## config.mk

```make
export PLATFORM = sky130hd
export DESIGN_NAME = cpuTop
export DESIGN_NICKNAME = d
export VERILOG_FILES = /design/src/hw/cpuPkg.sv /design/src/hw/cpuAlu.sv /design/src/hw/cpuControl.sv /design/src/hw/cpuDatapath.sv /design/src/hw/cpuTop.sv
export SDC_FILE = /design/constraint.sdc
export NUM_CORES = 1
export LEC_CHECK = 0
export BUFFER_PORTS_ARGS = -buffer_cell sky130_fd_sc_hd__buf_2
export CAP_MARGIN = 10
export CORE_MARGIN = 1.5
export CORE_UTILIZATION = 58
export CTS_CLUSTER_SIZE = 14
export DETAILED_ROUTE_END_ITERATION = 16
export PLACE_DENSITY = 0.76
export REMOVE_ABC_BUFFERS = 1
export SYNTH_ARGS = -nofsm -noshare
export SYNTH_HDL_FRONTEND = slang
export SYNTH_SLANG_ARGS = --single-unit
```

## constraint.sdc

```tcl
create_clock -name clk -period 4.5 [get_ports clk]
set_input_delay 0.45 -clock clk [delete_from_list [all_inputs] [get_ports clk]]
set_output_delay 0.45 -clock clk [all_outputs]
set_load 0.02 [all_outputs]
```

## src/hw/cpuPkg.sv

```systemverilog
package cpuPkg;

	//**************************************************************************
	// Sequencer and datapath encodings
	//**************************************************************************

	typedef enum logic [4:0] {
		stFetch, stDecode, stMov, stMvi0, stMvi1, stAlu0, stAlu1, stUnary,
		stLxi0, stLxi1, stDirect0, stDirect1, stDirect2, stJmp0, stJmp1, stHalt
	} cpuState;

	// The first eight follow the 8080 ALU field order
	typedef enum logic [3:0] {
		aluAdd, aluAdc, aluSub, aluSbb, aluAnd, aluXor, aluOr, aluCmp,
		aluStc, aluCmc, aluCma, aluPass
	} aluOp;

	typedef enum logic [4:0] {
		dbNone = 5'b00000,
		dbAlu  = 5'b00001, // Source is the ALU result, destination the ALU input latch
		dbPsr  = 5'b00010,
		dbAll  = 5'b00011,
		dbAlh  = 5'b00100,
		dbSpl  = 5'b00101,
		dbSph  = 5'b00110,
		dbB    = 5'b01000, // B to A are {2'b01, register field}
		dbC    = 5'b01001,
		dbD    = 5'b01010,
		dbE    = 5'b01011,
		dbH    = 5'b01100,
		dbL    = 5'b01101,
		dbM    = 5'b01110,
		dbA    = 5'b01111
	} busSel;

	typedef enum logic [1:0] {
		addrPc,
		addrHl,
		addrAl
	} addrSel;

	//**************************************************************************
	// Instruction register and inter-module structs
	//**************************************************************************

	typedef struct packed {
		logic [1:0] group;
		logic [2:0] dst;
		logic [2:0] src;
	} opcodeRegs;

	typedef struct packed {
		logic [1:0] group;
		logic [1:0] pair;
		logic       q;
		logic [2:0] low;
	} opcodePairs;

	typedef union packed {
		opcodeRegs  regs;
		opcodePairs pairs;
	} opcode;

	typedef struct packed {
		logic        read;
		logic        write;
		logic [15:0] addr;
		logic [7:0]  wdata;
	} memReq;

	typedef struct packed {
		logic       advance;
		logic       irLoad;
		logic       pcIncrement;
		logic       pcJump;
		logic       alIncrement;
		busSel      dbSrc;
		busSel      dbDst;
		addrSel     addr;
		aluOp       aluFn;
		logic [7:0] flagWrite; // PSR bits taken from the ALU flags
	} ctrlWord;

	localparam int FLAG_C = 0;
	localparam int FLAG_P = 2;
	localparam int FLAG_Z = 6;
	localparam int FLAG_S = 7;

	localparam logic [7:0] PSR_RESET = 8'h02;

endpackage

```

## src/hw/cpuAlu.sv

```systemverilog
module cpuAlu import cpuPkg::*; (
	input  opcode      ir,
	input  aluOp       op,
	input  logic [7:0] accumulator,
	input  logic [7:0] aluIn,
	input  logic [7:0] psr,
	output logic [7:0] aluOut,
	output logic [7:0] flags,
	output logic       cond
);

	logic carryIn;
	logic carryOut;

	assign carryIn = psr[FLAG_C] & (op == aluAdc || op == aluSbb);

	always_comb begin
		carryOut = psr[FLAG_C];
		aluOut = aluIn;
		case (op)
			aluAdd, aluAdc: {carryOut, aluOut} = accumulator + aluIn + 9'(carryIn);
			aluSub, aluSbb, aluCmp: begin
				{carryOut, aluOut} = accumulator - aluIn - 9'(carryIn); // Bit 8 is the borrow
			end
			aluAnd: begin
				aluOut = accumulator & aluIn;
				carryOut = 1'b0;
			end
			aluXor: begin
				aluOut = accumulator ^ aluIn;
				carryOut = 1'b0;
			end
			aluOr: begin
				aluOut = accumulator | aluIn;
				carryOut = 1'b0;
			end
			aluStc: begin
				aluOut = accumulator;
				carryOut = 1'b1;
			end
			aluCmc: begin
				aluOut = accumulator;
				carryOut = ~psr[FLAG_C];
			end
			aluCma: aluOut = ~accumulator;
			default: aluOut = aluIn;
		endcase
	end

	always_comb begin
		flags = 8'h00;
		flags[FLAG_S] = aluOut[7];
		flags[FLAG_Z] = aluOut == 8'h00;
		flags[FLAG_P] = ~^aluOut; // Set on even parity
		flags[FLAG_C] = carryOut;
	end

	// Jump condition from the middle field of the opcode
	always_comb begin
		case (ir.regs.dst)
			3'd0: cond = !psr[FLAG_Z];
			3'd1: cond = psr[FLAG_Z];
			3'd2: cond = !psr[FLAG_C];
			3'd3: cond = psr[FLAG_C];
			3'd4: cond = !psr[FLAG_P];
			3'd5: cond = psr[FLAG_P];
			3'd6: cond = !psr[FLAG_S];
			default: cond = psr[FLAG_S];
		endcase
	end

endmodule

```

## src/hw/cpuControl.sv

```systemverilog
module cpuControl import cpuPkg::*; (
	input  logic    clk,
	input  logic    rst_n,
	input  opcode   ir,
	input  logic    cond,
	input  logic    memDone,
	output ctrlWord ctrl,
	output memReq   memStrobe,
	output logic    halted
);

	localparam logic [7:0] arithFlags = 8'((1 << FLAG_S) | (1 << FLAG_Z) | (1 << FLAG_P) |
		(1 << FLAG_C));
	localparam logic [7:0] carryFlag = 8'(1 << FLAG_C);

	cpuState state;
	cpuState nextState;
	cpuState decodeGoto;

	//**************************************************************************
	// Instruction decode
	//**************************************************************************

	logic isHalt, isMov, isAlu, isAluI, isMvi, isLxi, isLda, isSta, isUnary, isJmp, isJmpCc;
	logic memSrc, memDst;
	busSel srcReg, dstReg, pairDst;

	assign isHalt = ir == 8'h76;
	assign isMov = ir.regs.group == 2'b01 && !isHalt;
	assign isAlu = ir.regs.group == 2'b10;
	assign isAluI = ir.regs.group == 2'b11 && ir.regs.src == 3'b110;
	assign isMvi = ir.regs.group == 2'b00 && ir.regs.src == 3'b110;
	assign isLxi = ir.pairs.group == 2'b00 && !ir.pairs.q && ir.pairs.low == 3'b001;
	assign isLda = ir == 8'h3A;
	assign isSta = ir == 8'h32;
	assign isUnary = ir == 8'h2F || ir == 8'h37 || ir == 8'h3F; // CMA, STC, CMC
	assign isJmp = ir == 8'hC3;
	assign isJmpCc = ir.regs.group == 2'b11 && ir.regs.src == 3'b010;

	assign memSrc = ir.regs.src == 3'b110;
	assign memDst = ir.regs.dst == 3'b110;
	assign srcReg = busSel'({2'b01, ir.regs.src});
	assign dstReg = busSel'({2'b01, ir.regs.dst});

	// Low byte goes to C, E or L first, SP has its own endpoints
	always_comb begin
		if (ir.pairs.pair == 2'b11)
			pairDst = state == stLxi0 ? dbSpl : dbSph;
		else
			pairDst = busSel'({2'b01, ir.pairs.pair, state == stLxi0});
	end

	always_comb begin
		if (isHalt)
			decodeGoto = stHalt;
		else if (isMov)
			decodeGoto = stMov;
		else if (isAlu || isAluI)
			decodeGoto = stAlu0;
		else if (isMvi)
			decodeGoto = stMvi0;
		else if (isLxi)
			decodeGoto = stLxi0;
		else if (isLda || isSta)
			decodeGoto = stDirect0;
		else if (isUnary)
			decodeGoto = stUnary;
		else if (isJmp || isJmpCc)
			decodeGoto = stJmp0;
		else
			decodeGoto = stFetch; // NOP and everything not implemented
	end

	//**************************************************************************
	// Sequencer
	//**************************************************************************

	always_comb begin
		case (state)
			stFetch: nextState = stDecode;
			stDecode: nextState = decodeGoto;
			stMvi0: nextState = memDst ? stMvi1 : stFetch;
			stAlu0: nextState = stAlu1;
			stLxi0: nextState = stLxi1;
			stDirect0: nextState = stDirect1;
			stDirect1: nextState = stDirect2;
			stJmp0: nextState = stJmp1;
			stHalt: nextState = stHalt;
			default: nextState = stFetch;
		endcase
	end

	always_ff @(posedge clk or negedge rst_n) begin
		if (!rst_n) begin
			state <= stFetch;
		end else if (ctrl.advance) begin
			state <= nextState;
		end
	end

	assign halted = state == stHalt;

	always_comb begin
		ctrl = '0;
		ctrl.aluFn = aluPass;
		memStrobe = '0;
		case (state)
			stFetch: begin
				memStrobe.read = 1'b1;
				ctrl.irLoad = 1'b1;
				ctrl.pcIncrement = 1'b1;
			end
			stMov: begin
				ctrl.addr = addrHl;
				ctrl.dbSrc = srcReg;
				ctrl.dbDst = dstReg;
				memStrobe.read = memSrc;
				memStrobe.write = memDst;
			end
			stMvi0: begin
				memStrobe.read = 1'b1;
				ctrl.pcIncrement = 1'b1;
				ctrl.dbSrc = dbM;
				ctrl.dbDst = memDst ? dbAlu : dstReg; // Park the byte for the write to M
			end
			stMvi1: begin
				memStrobe.write = 1'b1;
				ctrl.addr = addrHl;
				ctrl.dbSrc = dbAlu;
			end
			stAlu0: begin
				ctrl.dbDst = dbAlu;
				if (isAluI) begin
					memStrobe.read = 1'b1;
					ctrl.pcIncrement = 1'b1;
					ctrl.dbSrc = dbM;
				end else begin
					memStrobe.read = memSrc;
					ctrl.addr = addrHl;
					ctrl.dbSrc = srcReg;
				end
			end
			stAlu1: begin
				ctrl.aluFn = aluOp'({1'b0, ir.regs.dst});
				ctrl.flagWrite = arithFlags;
				ctrl.dbSrc = dbAlu;
				ctrl.dbDst = ir.regs.dst == 3'b111 ? dbNone : dbA; // CMP keeps A
			end
			stUnary: begin
				ctrl.dbSrc = dbAlu;
				ctrl.dbDst = dbA;
				case (ir.regs.dst)
					3'b101: ctrl.aluFn = aluCma;
					3'b110: begin
						ctrl.aluFn = aluStc;
						ctrl.flagWrite = carryFlag;
					end
					default: begin
						ctrl.aluFn = aluCmc;
						ctrl.flagWrite = carryFlag;
					end
				endcase
			end
			stLxi0, stLxi1: begin
				memStrobe.read = 1'b1;
				ctrl.pcIncrement = 1'b1;
				ctrl.dbSrc = dbM;
				ctrl.dbDst = pairDst;
			end
			stDirect0, stDirect1, stJmp0: begin
				memStrobe.read = 1'b1;
				ctrl.pcIncrement = 1'b1;
				ctrl.dbSrc = dbM;
				ctrl.dbDst = state == stDirect1 ? dbAlh : dbAll;
			end
			stDirect2: begin
				ctrl.addr = addrAl;
				ctrl.alIncrement = 1'b1;
				if (isLda) begin
					memStrobe.read = 1'b1;
					ctrl.dbSrc = dbM;
					ctrl.dbDst = dbA;
				end else begin
					memStrobe.write = 1'b1;
					ctrl.dbSrc = dbA;
				end
			end
			stJmp1: begin
				memStrobe.read = 1'b1;
				ctrl.dbSrc = dbM;
				ctrl.dbDst = dbAlh;
				ctrl.pcJump = isJmp || cond;
				ctrl.pcIncrement = isJmpCc && !cond; // Step over the high address byte
			end
			default: ;
		endcase
		ctrl.advance = !(memStrobe.read || memStrobe.write) || memDone;
	end

endmodule

```

## src/hw/cpuDatapath.sv

```systemverilog
module cpuDatapath import cpuPkg::*; #(
	parameter logic [15:0] resetPc = 16'h0000
) (
	input  logic        clk,
	input  logic        rst_n,
	input  ctrlWord     ctrl,
	input  logic [7:0]  memRdata,
	input  logic [7:0]  aluOut,
	input  logic [7:0]  flags,
	output opcode       ir,
	output logic [7:0]  psr,
	output logic [7:0]  accumulator,
	output logic [7:0]  aluIn,
	output logic [15:0] memAddr,
	output logic [7:0]  memWdata
);

	localparam logic [7:0] flagBits = 8'((1 << FLAG_S) | (1 << FLAG_Z) | (1 << FLAG_P) |
		(1 << FLAG_C));

	logic [7:0] regB, regC, regD, regE, regH, regL;
	logic [15:0] sp;
	logic [15:0] pc;
	logic [15:0] al;
	logic [15:0] alNext;
	logic [7:0] dataBus;
	logic [7:0] psrNext;

	//**************************************************************************
	// Internal data bus
	//**************************************************************************

	always_comb begin
		case (ctrl.dbSrc)
			dbB: dataBus = regB;
			dbC: dataBus = regC;
			dbD: dataBus = regD;
			dbE: dataBus = regE;
			dbH: dataBus = regH;
			dbL: dataBus = regL;
			dbM: dataBus = memRdata;
			dbA: dataBus = accumulator;
			dbAlu: dataBus = aluOut;
			dbSpl: dataBus = sp[7:0];
			dbSph: dataBus = sp[15:8];
			default: dataBus = 8'h00;
		endcase
	end

	always_ff @(posedge clk or negedge rst_n) begin
		if (!rst_n) begin
			{accumulator, regB, regC, regD, regE, regH, regL} <= '0;
			aluIn <= '0;
			sp <= '0;
		end else if (ctrl.advance) begin
			case (ctrl.dbDst)
				dbB: regB <= dataBus;
				dbC: regC <= dataBus;
				dbD: regD <= dataBus;
				dbE: regE <= dataBus;
				dbH: regH <= dataBus;
				dbL: regL <= dataBus;
				dbA: accumulator <= dataBus;
				dbAlu: aluIn <= dataBus;
				dbSpl: sp[7:0] <= dataBus;
				dbSph: sp[15:8] <= dataBus;
				default: ; // M goes out on the write data, the rest have no register here
			endcase
		end
	end

	//**************************************************************************
	// Address latch, PC and instruction register
	//**************************************************************************

	// A jump takes the latch value including the byte arriving this step
	always_comb begin
		alNext = al;
		if (ctrl.dbDst == dbAll)
			alNext[7:0] = dataBus;
		if (ctrl.dbDst == dbAlh)
			alNext[15:8] = dataBus;
		if (ctrl.alIncrement)
			alNext = al + 16'd1;
	end

	always_ff @(posedge clk or negedge rst_n) begin
		if (!rst_n) begin
			pc <= resetPc;
			al <= '0;
			ir <= '0;
		end else if (ctrl.advance) begin
			al <= alNext;
			if (ctrl.pcJump)
				pc <= alNext;
			else if (ctrl.pcIncrement)
				pc <= pc + 16'd1;
			if (ctrl.irLoad)
				ir <= memRdata;
		end
	end

	assign psrNext = (psr & ~ctrl.flagWrite) | (flags & ctrl.flagWrite);

	always_ff @(posedge clk or negedge rst_n) begin
		if (!rst_n) begin
			psr <= PSR_RESET;
		end else if (ctrl.advance) begin
			psr <= (psrNext & flagBits) | PSR_RESET; // Bit 1 reads 1, bits 3 to 5 read 0
		end
	end

	always_comb begin
		case (ctrl.addr)
			addrHl: memAddr = {regH, regL};
			addrAl: memAddr = al;
			default: memAddr = pc;
		endcase
	end

	assign memWdata = dataBus;

endmodule

```

## src/hw/cpuTop.sv

```systemverilog
module cpuTop import cpuPkg::*; #(
	parameter logic [15:0] resetPc = 16'h0000
) (
	input  logic       clk,
	input  logic       rst_n,
	output memReq      mem,
	input  logic [7:0] memRdata,
	input  logic       memDone,
	output logic       halted
);

	ctrlWord ctrl;
	memReq memStrobe;
	opcode ir;
	logic [7:0] psr;
	logic [7:0] accumulator;
	logic [7:0] aluIn;
	logic [7:0] aluOut;
	logic [7:0] flags;
	logic cond;
	logic [15:0] memAddr;
	logic [7:0] memWdata;

	cpuControl control_i (
		.clk      (clk),
		.rst_n    (rst_n),
		.ir       (ir),
		.cond     (cond),
		.memDone  (memDone),
		.ctrl     (ctrl),
		.memStrobe(memStrobe),
		.halted   (halted)
	);

	cpuDatapath #(
		.resetPc(resetPc)
	) datapath_i (
		.clk        (clk),
		.rst_n      (rst_n),
		.ctrl       (ctrl),
		.memRdata   (memRdata),
		.aluOut     (aluOut),
		.flags      (flags),
		.ir         (ir),
		.psr        (psr),
		.accumulator(accumulator),
		.aluIn      (aluIn),
		.memAddr    (memAddr),
		.memWdata   (memWdata)
	);

	cpuAlu alu_i (
		.ir         (ir),
		.op         (ctrl.aluFn),
		.accumulator(accumulator),
		.aluIn      (aluIn),
		.psr        (psr),
		.aluOut     (aluOut),
		.flags      (flags),
		.cond       (cond)
	);

	// Strobes come from the sequencer, address and data from the datapath
	always_comb begin
		mem = memStrobe;
		mem.addr = memAddr;
		mem.wdata = memWdata;
	end

endmodule

```

# --- Yosys cells after proc, flatten, opt, wreduce, memory -nomap -nowiden ---
# Index checks and enable logic that the tools add are counted.
totals:
  in_bits: 11
  ramBits: 0
  latch_bits: 0
  romBits: 0
  reg_bits: 129
  out_inout_bits: 27
  mem_count: 0
op_classes:
  eq_ne: 71
  n_bitwise: 10
  magnitude_cmp: 0
  addsub: 6
  n_div: 0
  n_reduce_logical: 54
  multipliers: 0
  shifts: 0
  n_mux: 45
ops:
  columns: ["op", "n"]
  rows:
  - ["$eq 5x4->1 const B", 23]
  - ["$pmux 5 s9", 2]
  - ["$pmux 8 s11", 1]
  - ["$pmux 8 s7", 1]
  - ["$mux 16", 3]
  - ["$eq 5x3->1 const B", 9]
  - ["$eq 8x6->1 const B", 5]
  - ["$mux 5", 8]
  - ["$add 16x1->16 const B", 2]
  - ["$pmux 16 s2", 1]
  - ["$pmux 5 s5", 1]
  - ["$and 8x8->8", 3]
  - ["$pmux 12 s2", 1]
  - ["$reduce_and 2->1", 12]
  - ["$eq 4x3->1 const B", 4]
  - ["$mux 4", 4]
  - ["$mux 8", 2]
  - ["$not 8->8", 2]
  - ["$or 8x8->8", 2]
  - ["$eq 3x3->1 const B", 5]
  - ["$eq 5x1->1 const B", 3]
  - ["$eq 5x2->1 const B", 3]
  - ["$reduce_or 7->1", 2]
  - ["$eq 4x4->1 const B", 3]
  - ["37 further kinds", 84]

# --- Logic depth before layout (Yosys ltp) ---
depth:
  ltp_word: 12
  depth_mapped: 20

# --- Modules after synthesis ---
# From an unflattened synthesis, not the netlist that was laid out.
unflattened:
  cells_unflattened: 1272
  hier_area_um2: 10401.2
by_module_without_submodules:
  columns: ["module", "area_per_inst_um2", "seq_area_each_um2", "cells_per_inst", "n_inst"]
  rows:
  - ["cpuDatapath", 7011.7, 3103.0, 806, 1]
  - ["cpuAlu", 1924.3, 0.0, 261, 1]
  - ["cpuControl", 1465.2, 100.1, 205, 1]

# --- Worst setup path after synthesis ---
# Ideal clock, no wire load.
synth_path:
  path_type: "register to output"
  from: "register datapath_i.ir[3] (netlist name)"
  to: "output mem[7] (netlist name)"
  setup_slack_ns: 0.228
  arrival_time_ns: 3.822
  required_time_ns: 4.050
  stages_incl_launch_ff: 17
  path_buffers: 1
  path_cell_list: "dfrtp_1 > o21ai_0 > a221oi_2 > buf_4 > nand2b_1 > or3_1 > inv_1 > fa_1 > inv_1 > ha_1 > o21ai_0 > a2111o_1 > a21o_1 > a21o_1 > a32oi_1 > a211o_1 > o311a_1"
synth_rtl:
  columns: ["item", "line_no", "text"]
  rows:
  - ["start, declared", "cpuDatapath.sv:10", "output opcode ir,"]
  - ["start signal, assigned", "cpuDatapath.sv:99", "ir <= memRdata;"]
  - ["end, declared", "cpuTop.sv:6", "output memReq mem,"]

==> qor.yml <==
netlist-cell-type-count: 91
power.density_nw_per_um2: 622
crit_buf_inv: 3
cts.sinks: 112
wire_per_inst_um: 23.1
ir_worst_vdd_uv: 520
violations: "negative setup slack"
synth_top_family_by_area: "compound AO/OA/AOI/OAI gates"
period_needed_ns: 4.51
yosysWarnings: 0
drt-total-wl_um: 28200
dr.pass1.iters: 6
timing_hold_violations_final: 0
ys_seq_area_share_pct: 32.1
grt_max_degree: 51
setup_viol: 1
synth_xor_area_share_pct: 1.41
coreArea_um2: 14600
io_pins: 38
die_y_um: 126
worst_pin_slew_ns: 0.926
yosysTopAreaCell: "dfrtp_1"
tritoncts: "yes"
utilization_pct: 65.7
root_buffer: "clkbuf_16"
critical_path.max_stage_delay_ns: 0.45
p_leak_nw: 4.07
place_area_um2: 9110
yosysMostFrequentCell: "dfrtp_1"
cp.required_ns: 4.05
slowest_stage: "fa_1"
yosys-top-cells-count: "dfrtp_1 (112), nand2_1 (97), o21ai_0 (82), nor2_1 (78), mux2_2 (63)"
rsz0062_at_grt: "yes"
start_kind: "register"
tns_ns: -0.0121
rows: 44
endpoint_kind: "output port"
avgSynthCellArea_um2: 8.70
vias: 8294
avgViaCountPerCell: 6.80
area_growth_pct: 9.89
drv_slew: 0
cap_violations: 0
clk_pin_slew_ns: 0.08
hpwl_um: 21100
synth_compound_area_share_pct: 23.8
critPathArrivalTime_ns: 4.06
die_w_um: 126
fill_cells: 1210
clock_skew_ns: 0.0158
yosys-top-cells-area: "dfrtp_1 (32%), mux2_2 (8.1%), ha_1 (5.5%)"
synth_edf_count: 0
synth.area.mux_share_pct: 11.2
portBuffers: 37
cts_made_buffers: 9
post-route-period-util_pct: 100
crit_family: "compound AO/OA/AOI/OAI gates"
worst_slack_ns: -0.0121
critPathMaxFanout: 3
max_freq_mhz: 222
crit_type: "reg -> out"
power.total_mw: 5.96
grt_pass1_vias: 7817
relSlewSlack_pct: 37.6
track_usage_pct: 36.2
clockBufferDepth: 2
regArea_um2: 2800
syn_area_um2: 8720
htreeDepth: 3
gp_congestion: 1.01
synth_top_area_share_pct: 32.1
hold_class: "in -> async"
pre_cts_ws_ns: 0.144
final_nets: 1084
antenna_found_initial: 0
post-route-cell-area_um2: 9580
syn_inst: 1002
status: "complete, but fails checks"
overflow: 0
insertion_delay_ns: 0.37
grt_pass1_wl_um: 44400
drc: 0
crit_top_cell: "a21o_1"
crit_chain: "and4b_1 > a221oi_2 > nand2b_4 > or3_4 > inv_2 > fa_1 > inv_1 > ha_2 > o21ai_2 > a2111o_1 > a21o_1 > a21o_1 > a32oi_2 > a211o_1 > o311a_4 > buf_6"
start_util_pct: 59.8
synthAdderAreaFrac_pct: 6.37
async_flop_share_pct: 100
synthFlopType: "dfrtp_1"
dieArea_um2: 15800
ys_ff_latch: 112
drive_above_1_share_pct: 21.5
multi_input_area_um2: 5510
final_antenna_net_count: 0
synthSimpleGateAreaFrac_pct: 19.3
n_antenna_cell: 0
drtIter0Drc: 1150
[worst paths after layout]
check	from	endpoint	slack, ns	cells after the start
min	rst_n	control_i.state[3]	0.13	1
min reg2reg	register	register	0.50	2
max in group asynchronous	rst_n	datapath_i.ir[2]	3.45	2
min in group clk	memRdata[2]	datapath_i.ir[2]	0.34	2
max	control_i.state[3]	mem[7]	-0.01	16
max reg2reg	control_i.state[3]	register	0.33	19
[registers in the layout, summed over array words and instances (netlist names), named ones only]
register                cells
datapath_i.al              16
datapath_i.pc              16
datapath_i.accumulator      8
datapath_i.aluIn            8
datapath_i.ir               8
datapath_i.regB             8
datapath_i.regC             8
datapath_i.regD             8
datapath_i.regE             8
datapath_i.regH             8
datapath_i.regL             8
control_i.state             4
[through the flow]
step | instances | hold slack (ns)
detailed placement | 1197 | 0.473
global route | 1220 | 0.189
floorplan | 938 | 0.154
finish | 1220 | 0.132
CTS | 1215 | 0.157
global placement | 1197 | 0.463
[cells by family (layout without fill, tap and decap cells)]
| family | count (synthesis) | in the layout |
|---|---|---|
| AND/OR/NAND/NOR | 336 | 336 |
| AO/OA/AOI/OAI | 301 | 301 |
| flip-flops | 112 | 112 |
| buffers and inverters | 110 | 144 |
| multiplexers | 87 | 87 |
| adder cells (fa/ha/maj) | 42 | 42 |
| XOR/XNOR | 14 | 14 |
[where the power goes]
group          total, mW  internal [mW]  switching, mW
registers           1.58           1.27          0.313
logic               3.53           1.32           2.20
clock network      0.848          0.404          0.444
total               5.96           3.00           2.96
[final cells by class]
type,instances,area share (%)
Clock inverter,7,0.966
Sequential cell,112,29.3
Timing Repair Buffer,82,5.68
Tap cell,184,2.40
Inverter,46,1.80
Multi-Input combinational cell,780,57.5
Clock buffer,9,2.35
[metal layers]
layer  track usage, %  wire (um)  vias up
met3             11.2       3380       65
met2             51.5      11900      489
li1                 -          -     3761
met5                0          0        -
met4             11.2        815        0
met1             52.7      12100     3979
[what timing repair did]
action / in CTS / in global routing
gates cloned: 0 / 0
gates resized for setup: 10 / 18
hold buffers: 0 / 0
endpoints found under the setup margin: 5 / 7
buffers inserted: 2 / 5
pin swaps: 4 / 13
[placed cells by master, fill, tap and decap left out, drive strengths merged, types with 19 or more instances in the layout]
master and n:
o21ai 88, a22oi 22, inv 49, dfrtp 112, a21oi 57, nor2 84, ha 38, nand3 47
mux2 68, nor3 19, nand2 97, buf 82
Note: power is estimated with default switching activity, not from simulation.
